==> src/link_pkg.sv <==
`default_nettype none

package link_pkg;

    //////////////////////////////
    // words on the link
    //////////////////////////////

    // one float word, used for length, rate and bus data
    typedef logic [31:0] data_word_t;

    // bits in one spi frame
    localparam int FRAME_BITS = 32;
    // bit counter, one bit wider so a long frame shows up
    localparam int BIT_CNT_W = $clog2(FRAME_BITS) + 1;
    // good frames seen by the slave
    localparam int FRAME_CNT_W = 8;

    //////////////////////////////
    // spi fsm states
    //////////////////////////////

    typedef enum logic [1:0] {TX_IDLE, TX_SHIFT, TX_END} tx_state_e;
    typedef enum logic {RX_IDLE, RX_SHIFT} rx_state_e;

endpackage

`default_nettype wire

==> src/regmap_pkg.sv <==
`default_nettype none

package regmap_pkg;

    //////////////////////////////
    // host register map
    //////////////////////////////

    // word addresses on the wishbone port
    typedef enum logic [2:0] {
        REG_CTRL      = 3'd0,
        REG_TICK_HALF = 3'd1,
        REG_SCK_DIV   = 3'd2,
        REG_WAVE_DATA = 3'd3,
        REG_RATE_IN   = 3'd4,
        REG_LEN_OUT   = 3'd5,
        REG_STATUS    = 3'd6
    } reg_addr_e;

    // control register fields
    localparam int CTRL_RUN_BIT     = 0;
    // self clearing
    localparam int CTRL_RESTART_BIT = 1;

    // tick period minus one after reset
    localparam logic [31:0] RESET_TICK_HALF = 32'd200;
    // sck half period minus one after reset
    localparam logic [31:0] RESET_SCK_DIV = 32'd13;

endpackage

`default_nettype wire

==> src/cfg_if.sv <==
`default_nettype none

// register block settings for the player and the spi master
interface cfg_if import link_pkg::*; ();

    logic       run;
    // one cycle pulses
    logic       restart;
    logic       wave_wr;
    data_word_t tick_half;
    data_word_t wave_data;
    data_word_t sck_div;

    modport regs (output run, restart, tick_half, wave_wr, wave_data, sck_div);
    // waveform side, everything but the sck divider
    modport player (input run, restart, tick_half, wave_wr, wave_data);
    // spi master only needs its divider
    modport serial (input sck_div);

endinterface

`default_nettype wire

==> src/host_regs.sv <==
`default_nettype none

module host_regs import link_pkg::*; import regmap_pkg::*;
#(
    parameter int WAVE_DEPTH = 16
)
(
    input  wire logic                             ep50trig,
    input  wire logic                             reset_global,
    input  wire logic                             wb_cyc,
    input  wire logic                             wb_stb,
    input  wire logic                             wb_we,
    input  wire reg_addr_e                        wb_adr,
    input  wire data_word_t                       wb_wdata,
    output data_word_t                            wb_rdata,
    output logic                                  wb_ack,
    input  wire data_word_t                       length,
    input  wire data_word_t                       rate,
    input  wire logic [$clog2(WAVE_DEPTH+1)-1:0]  wave_count,
    input  wire logic [FRAME_CNT_W-1:0]           frame_count,
    cfg_if.regs                                   cfg
);

    // new request, not yet acked
    logic       req_new;
    logic       table_full;
    logic [7:0] status_count;
    data_word_t rd_mux;

    assign req_new      = wb_cyc && wb_stb && !wb_ack;
    assign table_full   = (wave_count == WAVE_DEPTH);
    // sample count squeezed into the low status byte
    assign status_count = 8'(wave_count);

    //////////////////////////////
    // read side
    //////////////////////////////

    always_comb
    begin
        case (wb_adr)
            REG_CTRL:      rd_mux = data_word_t'(cfg.run) << CTRL_RUN_BIT;
            REG_TICK_HALF: rd_mux = cfg.tick_half;
            REG_SCK_DIV:   rd_mux = cfg.sck_div;
            REG_RATE_IN:   rd_mux = rate;
            REG_LEN_OUT:   rd_mux = length;
            REG_STATUS:    rd_mux = data_word_t'({frame_count, status_count});
            // wave data is write only, unmapped reads as zero
            default:       rd_mux = '0;
        endcase
    end

    //////////////////////////////
    // write side and ack
    //////////////////////////////

    always_ff @(posedge ep50trig or posedge reset_global)
    begin
        if (reset_global)
        begin
            wb_ack        <= 1'b0;
            cfg.run       <= 1'b0;
            cfg.restart   <= 1'b0;
            cfg.wave_wr   <= 1'b0;
            cfg.tick_half <= RESET_TICK_HALF;
            cfg.sck_div   <= RESET_SCK_DIV;
        end
        else
        begin
            // single cycle ack, no wait states
            wb_ack      <= req_new;
            cfg.restart <= 1'b0;
            cfg.wave_wr <= 1'b0;
            if (req_new && wb_we)
            begin
                case (wb_adr)
                    REG_CTRL:
                    begin
                        cfg.run     <= wb_wdata[CTRL_RUN_BIT];
                        cfg.restart <= wb_wdata[CTRL_RESTART_BIT];
                    end
                    REG_TICK_HALF: cfg.tick_half <= wb_wdata;
                    REG_SCK_DIV:   cfg.sck_div   <= wb_wdata;
                    // full table drops the sample here
                    REG_WAVE_DATA: cfg.wave_wr   <= !table_full;
                    // read only and unmapped writes fall through
                    default: ;
                endcase
            end
        end
    end

    // data path, captured with the request
    always_ff @(posedge ep50trig)
    begin
        if (req_new)
        begin
            wb_rdata <= rd_mux;
        end
        if (req_new && wb_we && (wb_adr == REG_WAVE_DATA))
        begin
            cfg.wave_data <= wb_wdata;
        end
    end

endmodule

`default_nettype wire

==> src/length_waveform.sv <==
`default_nettype none

module length_waveform import link_pkg::*;
#(
    parameter int WAVE_DEPTH = 16
)
(
    input  wire logic                             ep50trig,
    input  wire logic                             reset_global,
    cfg_if.player                                 cfg,
    output logic                                  sample_tick,
    output data_word_t                            length,
    output logic [$clog2(WAVE_DEPTH+1)-1:0]       wave_count
);

    localparam int PTR_W = $clog2(WAVE_DEPTH);
    localparam int CNT_W = $clog2(WAVE_DEPTH + 1);

    data_word_t       table_mem [WAVE_DEPTH];
    logic [PTR_W-1:0] wr_ptr;
    logic [PTR_W-1:0] play_ptr;
    logic [CNT_W-1:0] play_next;
    data_word_t       tick_cnt;
    logic             tick_now;

    // tick at the end of each period while running
    assign tick_now  = cfg.run && (tick_cnt == cfg.tick_half);
    // wrap point is the filled count, not the depth
    assign play_next = CNT_W'(play_ptr) + 1'b1;

    // sample storage
    always_ff @(posedge ep50trig)
    begin
        if (cfg.wave_wr)
        begin
            table_mem[wr_ptr] <= cfg.wave_data;
        end
    end

    //////////////////////////////
    // tick and playback
    //////////////////////////////

    always_ff @(posedge ep50trig or posedge reset_global)
    begin
        if (reset_global)
        begin
            wr_ptr      <= '0;
            play_ptr    <= '0;
            wave_count  <= '0;
            tick_cnt    <= '0;
            sample_tick <= 1'b0;
            length      <= '0;
        end
        else
        begin
            sample_tick <= tick_now;
            // counter parks at zero while stopped
            if (!cfg.run || tick_now)
                tick_cnt <= '0;
            else
                tick_cnt <= tick_cnt + 1'b1;

            if (cfg.restart)
            begin
                wr_ptr     <= '0;
                play_ptr   <= '0;
                wave_count <= '0;
            end
            else if (cfg.wave_wr)
            begin
                // host never pulses wave_wr on a full table
                wr_ptr     <= (wr_ptr == PTR_W'(WAVE_DEPTH - 1)) ? '0 : wr_ptr + 1'b1;
                wave_count <= wave_count + 1'b1;
            end

            if (tick_now)
            begin
                if (wave_count == '0)
                begin
                    // empty table plays zero
                    length <= '0;
                end
                else
                begin
                    length   <= table_mem[play_ptr];
                    play_ptr <= (play_next >= wave_count) ? '0 : PTR_W'(play_next);
                end
            end
        end
    end

endmodule

`default_nettype wire

==> src/spi_frame_tx.sv <==
`default_nettype none

module spi_frame_tx import link_pkg::*;
(
    input  wire logic       ep50trig,
    input  wire logic       reset_global,
    input  wire logic       sample_tick,
    input  wire data_word_t length,
    cfg_if.serial           cfg,
    output logic            sck,
    output logic            mosi,
    output logic            ssel
);

    tx_state_e              state;
    data_word_t             div_cnt;
    logic [BIT_CNT_W-1:0]   bit_cnt;
    data_word_t             shreg;
    logic                   half_done;

    // one sck level is sck_div+1 cycles
    assign half_done = (div_cnt == cfg.sck_div);

    //////////////////////////////
    // spi master, mode 0
    //////////////////////////////

    always_ff @(posedge ep50trig or posedge reset_global)
    begin
        if (reset_global)
        begin
            state   <= TX_IDLE;
            div_cnt <= '0;
            bit_cnt <= '0;
            sck     <= 1'b0;
            mosi    <= 1'b0;
            ssel    <= 1'b1;
        end
        else
        begin
            case (state)
                TX_IDLE:
                begin
                    // ticks during a frame never get here, so they are lost
                    if (sample_tick)
                    begin
                        ssel    <= 1'b0;
                        mosi    <= length[FRAME_BITS-1];
                        div_cnt <= '0;
                        bit_cnt <= '0;
                        state   <= TX_SHIFT;
                    end
                end
                TX_SHIFT:
                begin
                    if (!half_done)
                    begin
                        div_cnt <= div_cnt + 1'b1;
                    end
                    else
                    begin
                        div_cnt <= '0;
                        sck     <= !sck;
                        // falling edge, next bit onto mosi
                        if (sck)
                        begin
                            bit_cnt <= bit_cnt + 1'b1;
                            if (bit_cnt == BIT_CNT_W'(FRAME_BITS - 1))
                                state <= TX_END;
                            else
                                mosi <= shreg[FRAME_BITS-2];
                        end
                    end
                end
                TX_END:
                begin
                    // two cycles of ssel low after the last fall
                    if (div_cnt == data_word_t'(1))
                    begin
                        ssel    <= 1'b1;
                        mosi    <= 1'b0;
                        div_cnt <= '0;
                        state   <= TX_IDLE;
                    end
                    else
                    begin
                        div_cnt <= div_cnt + 1'b1;
                    end
                end
                default: state <= TX_IDLE;
            endcase
        end
    end

    // shift register, msb first
    always_ff @(posedge ep50trig)
    begin
        if (state == TX_IDLE && sample_tick)
            shreg <= length;
        else if (state == TX_SHIFT && half_done && sck)
            shreg <= shreg << 1;
    end

endmodule

`default_nettype wire

==> src/spi_frame_rx.sv <==
`default_nettype none

module spi_frame_rx import link_pkg::*;
(
    input  wire logic                    ep50trig,
    input  wire logic                    reset_global,
    input  wire logic                    sample_tick,
    input  wire logic                    sck,
    input  wire logic                    mosi,
    input  wire logic                    ssel,
    output data_word_t                   rate,
    output logic [FRAME_CNT_W-1:0]       frame_count
);

    // two sync stages plus one for edge detect
    logic [2:0]           sck_pipe;
    logic [2:0]           ssel_pipe;
    logic [1:0]           mosi_pipe;
    logic                 sck_rise;
    logic                 ssel_rise;
    rx_state_e            state;
    logic [BIT_CNT_W-1:0] bit_cnt;
    data_word_t           shreg;
    // first latch, good word waits here for the tick
    data_word_t           rx_word;

    assign sck_rise  = sck_pipe[1] && !sck_pipe[2];
    assign ssel_rise = ssel_pipe[1] && !ssel_pipe[2];

    always_ff @(posedge ep50trig or posedge reset_global)
    begin
        if (reset_global)
        begin
            sck_pipe    <= '0;
            ssel_pipe   <= '1;
            mosi_pipe   <= '0;
            state       <= RX_IDLE;
            bit_cnt     <= '0;
            shreg       <= '0;
            rx_word     <= '0;
            rate        <= '0;
            frame_count <= '0;
        end
        else
        begin
            sck_pipe  <= {sck_pipe[1:0], sck};
            ssel_pipe <= {ssel_pipe[1:0], ssel};
            mosi_pipe <= {mosi_pipe[0], mosi};

            case (state)
                RX_IDLE:
                begin
                    if (!ssel_pipe[1])
                    begin
                        bit_cnt <= '0;
                        state   <= RX_SHIFT;
                    end
                end
                RX_SHIFT:
                begin
                    if (ssel_rise)
                    begin
                        // only an exact frame length counts
                        if (bit_cnt == BIT_CNT_W'(FRAME_BITS))
                        begin
                            rx_word     <= shreg;
                            frame_count <= frame_count + 1'b1;
                        end
                        state <= RX_IDLE;
                    end
                    else if (sck_rise)
                    begin
                        shreg <= {shreg[FRAME_BITS-2:0], mosi_pipe[1]};
                        // saturate so a long frame never wraps to good
                        if (bit_cnt != '1)
                            bit_cnt <= bit_cnt + 1'b1;
                    end
                end
                default: state <= RX_IDLE;
            endcase

            // second latch on the sim tick
            if (sample_tick)
                rate <= rx_word;
        end
    end

endmodule

`default_nettype wire

==> src/muscle_link_top.sv <==
`default_nettype none

module muscle_link_top import link_pkg::*; import regmap_pkg::*;
#(
    parameter int WAVE_DEPTH = 16
)
(
    input  wire logic       ep50trig,
    input  wire logic       reset_global,
    // wishbone classic slave
    input  wire logic       wb_cyc,
    input  wire logic       wb_stb,
    input  wire logic       wb_we,
    input  wire logic [2:0] wb_adr,
    input  wire data_word_t wb_wdata,
    output data_word_t      wb_rdata,
    output logic            wb_ack,
    // lengths out to the second board
    output logic            spi_out_sck,
    output logic            spi_out_mosi,
    output logic            spi_out_ssel,
    // rates back from the second board
    input  wire logic       spi_in_sck,
    input  wire logic       spi_in_mosi,
    input  wire logic       spi_in_ssel
);

    localparam int CNT_W = $clog2(WAVE_DEPTH + 1);

    logic                   sample_tick;
    data_word_t             length;
    data_word_t             rate;
    logic [CNT_W-1:0]       wave_count;
    logic [FRAME_CNT_W-1:0] frame_count;

    cfg_if u_cfg ();

    host_regs #(.WAVE_DEPTH(WAVE_DEPTH)) u_host_regs (
        .ep50trig     (ep50trig),
        .reset_global (reset_global),
        .wb_cyc       (wb_cyc),
        .wb_stb       (wb_stb),
        .wb_we        (wb_we),
        .wb_adr       (reg_addr_e'(wb_adr)),
        .wb_wdata     (wb_wdata),
        .wb_rdata     (wb_rdata),
        .wb_ack       (wb_ack),
        .length       (length),
        .rate         (rate),
        .wave_count   (wave_count),
        .frame_count  (frame_count),
        .cfg          (u_cfg.regs)
    );

    length_waveform #(.WAVE_DEPTH(WAVE_DEPTH)) u_length_waveform (
        .ep50trig     (ep50trig),
        .reset_global (reset_global),
        .cfg          (u_cfg.player),
        .sample_tick  (sample_tick),
        .length       (length),
        .wave_count   (wave_count)
    );

    spi_frame_tx u_spi_frame_tx (
        .ep50trig     (ep50trig),
        .reset_global (reset_global),
        .sample_tick  (sample_tick),
        .length       (length),
        .cfg          (u_cfg.serial),
        .sck          (spi_out_sck),
        .mosi         (spi_out_mosi),
        .ssel         (spi_out_ssel)
    );

    spi_frame_rx u_spi_frame_rx (
        .ep50trig     (ep50trig),
        .reset_global (reset_global),
        .sample_tick  (sample_tick),
        .sck          (spi_in_sck),
        .mosi         (spi_in_mosi),
        .ssel         (spi_in_ssel),
        .rate         (rate),
        .frame_count  (frame_count)
    );

endmodule

`default_nettype wire

==> config.mk <==
export PLATFORM = sky130hd
export DESIGN_NAME = muscle_link_top
export DESIGN_NICKNAME = d
export VERILOG_FILES = /design/src/link_pkg.sv /design/src/regmap_pkg.sv /design/src/cfg_if.sv /design/src/host_regs.sv /design/src/length_waveform.sv /design/src/spi_frame_tx.sv /design/src/spi_frame_rx.sv /design/src/muscle_link_top.sv
export SDC_FILE = /design/constraint.sdc
export NUM_CORES = 1
export LEC_CHECK = 0
export BUFFER_PORTS_ARGS = -buffer_cell sky130_fd_sc_hd__buf_2
export CORE_MARGIN = 2
export CORE_UTILIZATION = 30
export CTS_BUF_LIST = sky130_fd_sc_hd__clkbuf_2
export DETAILED_ROUTE_END_ITERATION = 10
export PLACE_DENSITY_LB_ADDON = 0.25
export SYNTH_ARGS = -nofsm -noshare
export SYNTH_HDL_FRONTEND = slang
export SYNTH_HIERARCHICAL = 1
export SYNTH_SLANG_ARGS = --single-unit
export TNS_END_PERCENT = 30
==> constraint.sdc <==
create_clock -name ep50trig -period 6.4 [get_ports ep50trig]
set_input_delay 0.32 -clock ep50trig [delete_from_list [all_inputs] [get_ports ep50trig]]
set_output_delay 0.32 -clock ep50trig [all_outputs]
set_load 0.005 [all_outputs]
==> metrics <==
Hold Path Origin wb_wdata[18]; unrepaired setup endpoints after global routing false; worst clock skew ~0.14 ns; Die Wd 359 um; clk buf depth 3; Reg-to-Reg End u_host_regs/cfg.sck_div[17]; WP data arrival 5.12 ns; Synth cell types 76; CP Max Fanout 30; placer's final routability congestion estimate 0.849; Worst Hold End u_host_regs/cfg.tick_half[18]; hold violation total from the final report 0; Met3 Wirelength 7250 um; minimum clock period after layout ~3.7 ns; Boundary Pins 79; status complete, no violations; H-tree depth 4; Die Area 0.129 mm^2; Mapped Cells 2344; worst setup path category flip-flop to flip-flop; worst min-delay path class input pin to flip-flop; Post-Synthesis Cell Area between 0.03 and 0.04 mm^2; Pre-Repair DR Iteration Count 5; Synth warnings 6; top cells by area, synth edfxtp_1 48%, dfrtp_1 20%, mux4_2 7.7%; Relative slew margins 26.6%; TritonCTS clock tree yes; Total Power 0.0116 W; I/O Buffers 78; Slew Viols, Final 0; Worst EP required 7.79 ns; Syn Nets 2410; final setup fails 0; final wirelength 109000 um; non-filler cells, final 4514; DR top layer met5; Register-to-Register Path Depth 7; list of most frequent post-synthesis cells 607 x edfxtp_1, 298 x dfrtp_1, 240 x nand2_1; startpoint types flip-flop; R2R Setup Slk 2.67 ns; CTS buffer count 230; FMAX 0.268 GHz; Slew @ Worst Pin 1.10 ns; asr flop ratio synth about a third; number of gates resized after CTS 0; period utilization 58.2%; vias per cell 5.01; clk sinks roughly 920; Metal-1 WL 47200 um; nets 2722; GR Overflow Total 0; # Max-Cap Violations 0; Routed Antenna Nets 0; FF-to-FF Start u_host_regs/wb_ack; worst IR drop on VDD 108 uV; die height around 360 um; largest net degree at the start of global routing 63; clock-pin slew on the worst setup and hold paths between 0.1 and 0.15 ns; Synth Flop Type edfxtp_1; root buf cell clkbuf_2; crit path capture type flip-flop; top cell type's share of synthesized area 48.1%; Rows 130; Residual DRC 0; pwr dens 268 mW/mm^2; dpl hpwl 64300 um; Inst Count DP 3975; post-synthesis register bit count 915; initial antenna violation count 14; layout cells sized above 1 27.7%; CORE AREA 0.126 mm^2; via count of the first global-routing pass 23200; total track usage 16.7%; leading area contributor after synthesis edfxtp_1; Layout area overhead 14.2%; worst-skew pair later-pin latency 1.58 ns; first-pass GRT wire length approximately 160000 um; Via Count 22600; most numerous cell in the Yosys netlist edfxtp_1; met2 wire len 52500 um; Seq/Total Area, Yosys 68.5%; EDFF count, synth a little over 600; setup TNS 0 ns; Pleak 16.4 nW; average cell area after synthesis 16.2 um^2; Initial Util 30.2%; drt wl/cell 24.1 um; hold path cells 4; initial DRC count 2264
==> area by class of cell <==
cell class | instances | area [um^2]
Antenna cell | 11 | 27.5
Clock buffer | 346 | 1730
Clock inverter | 83 | 462
Fill cell | 12300 | 82300
Inverter | 29 | 113
Multi-Input combinational cell | 1259 | 11200
Sequential cell | 915 | 26000
Tap cell | 1650 | 2060
Timing Repair Buffer | 221 | 1730
==> critical path: stages (launching register included) <==
cell	delay, ns
dfrtp_1	0.45
nand4b_1	0.28
dlygate4sd3_1	0.63
dlygate4sd3_1	0.74
nor2b_4	0.30
buf_12	0.26
mux2_1	0.34
dlygate4sd3_1	0.56
==> cells by family after synthesis <==
logic type	Yosys count	synth area share, %
DFF	915	68.5
and+or+nand+nor	548	7.29
muxes	323	13.3
AOI/OAI and AO/OA	257	5.20
buffers and inverters	170	2.47
xor gates and xnor gates	108	2.50
adders and majority gates	23	0.759
==> worst max-delay path by stage <==
stage	slack (ns)	end	start	cells after the start
after floorplan	2.19	u_spi_frame_tx/shreg[0]	u_spi_frame_tx/div_cnt[18]	7
after detailed placement	3.15	u_length_waveform/length[26]	u_length_waveform/play_ptr[0]	5
after CTS	2.79	u_host_regs/cfg.sck_div[17]	u_host_regs/wb_ack	7
after global routing	2.63	u_host_regs/cfg.sck_div[17]	u_host_regs/wb_ack	7
final	2.67	u_host_regs/cfg.sck_div[17]	u_host_regs/wb_ack	7
after global placement	3.16	u_length_waveform/length[26]	u_length_waveform/play_ptr[0]	5
==> per-layer routing <==
metal	GRT usage, %	up-vias
met5	0	-
met4	4.78	2
met3	3.63	158
met2	27.1	804
met1	22.3	11800
li1	-	9837
==> registers in the layout, summed over array words and instances (netlist names), 32 cells and up <==
| register | count |
|---|---|
| u_host_regs/cfg.wave_data | 32 |
| u_spi_frame_rx/rate | 32 |
| u_spi_frame_rx/shreg | 32 |
| u_length_waveform/tick_cnt | 32 |
| u_host_regs/cfg.tick_half | 32 |
| u_host_regs/wb_rdata | 32 |
| u_length_waveform/table_mem | 512 |
| u_host_regs/cfg.sck_div | 32 |
| u_length_waveform/length | 32 |
| u_spi_frame_rx/rx_word | 32 |
| u_spi_frame_tx/div_cnt | 32 |
==> timing repair <==
item                                   CTS  global route
setup buffers                            0             0
setup endpoints to repair                0             0
hold buffers                            99             0
endpoints found under the hold margin  498             0
==> per-stage QoR <==
step	setup slack, ns	hold slack [ns]	utilization (%)	cell area, um^2
after floorplan	2.19	0.324	-	37900
after detailed placement	3.15	0.338	31.9	40100
after CTS	2.79	0.0593	34.4	43200
final	2.67	0.246	34.5	43300
after global routing	2.63	0.127	34.5	43300
after global placement	3.16	0.337	31.9	40100
==> cells in the final DEF, fill, tap and decap left out, drive strengths merged, types with 73 or more instances in the layout <==
| cell | instances |
|---|---|
| buf | 123 |
| clkbuf | 346 |
| clkinv | 73 |
| dfrtp | 298 |
| dlygate4sd3 | 98 |
| edfxtp | 607 |
| mux2 | 163 |
| mux4 | 129 |
| nand2 | 240 |
| nor2 | 82 |
| xor2 | 82 |
==> power breakdown <==
| group | switching [W] | internal [W] |
|---|---|---|
| Sequential | 0.000222 | 0.00642 |
| Clock | 0.00246 | 0.00161 |
| Combinational | 0.000551 | 0.000323 |
Note: power is estimated with default switching activity, not from simulation.
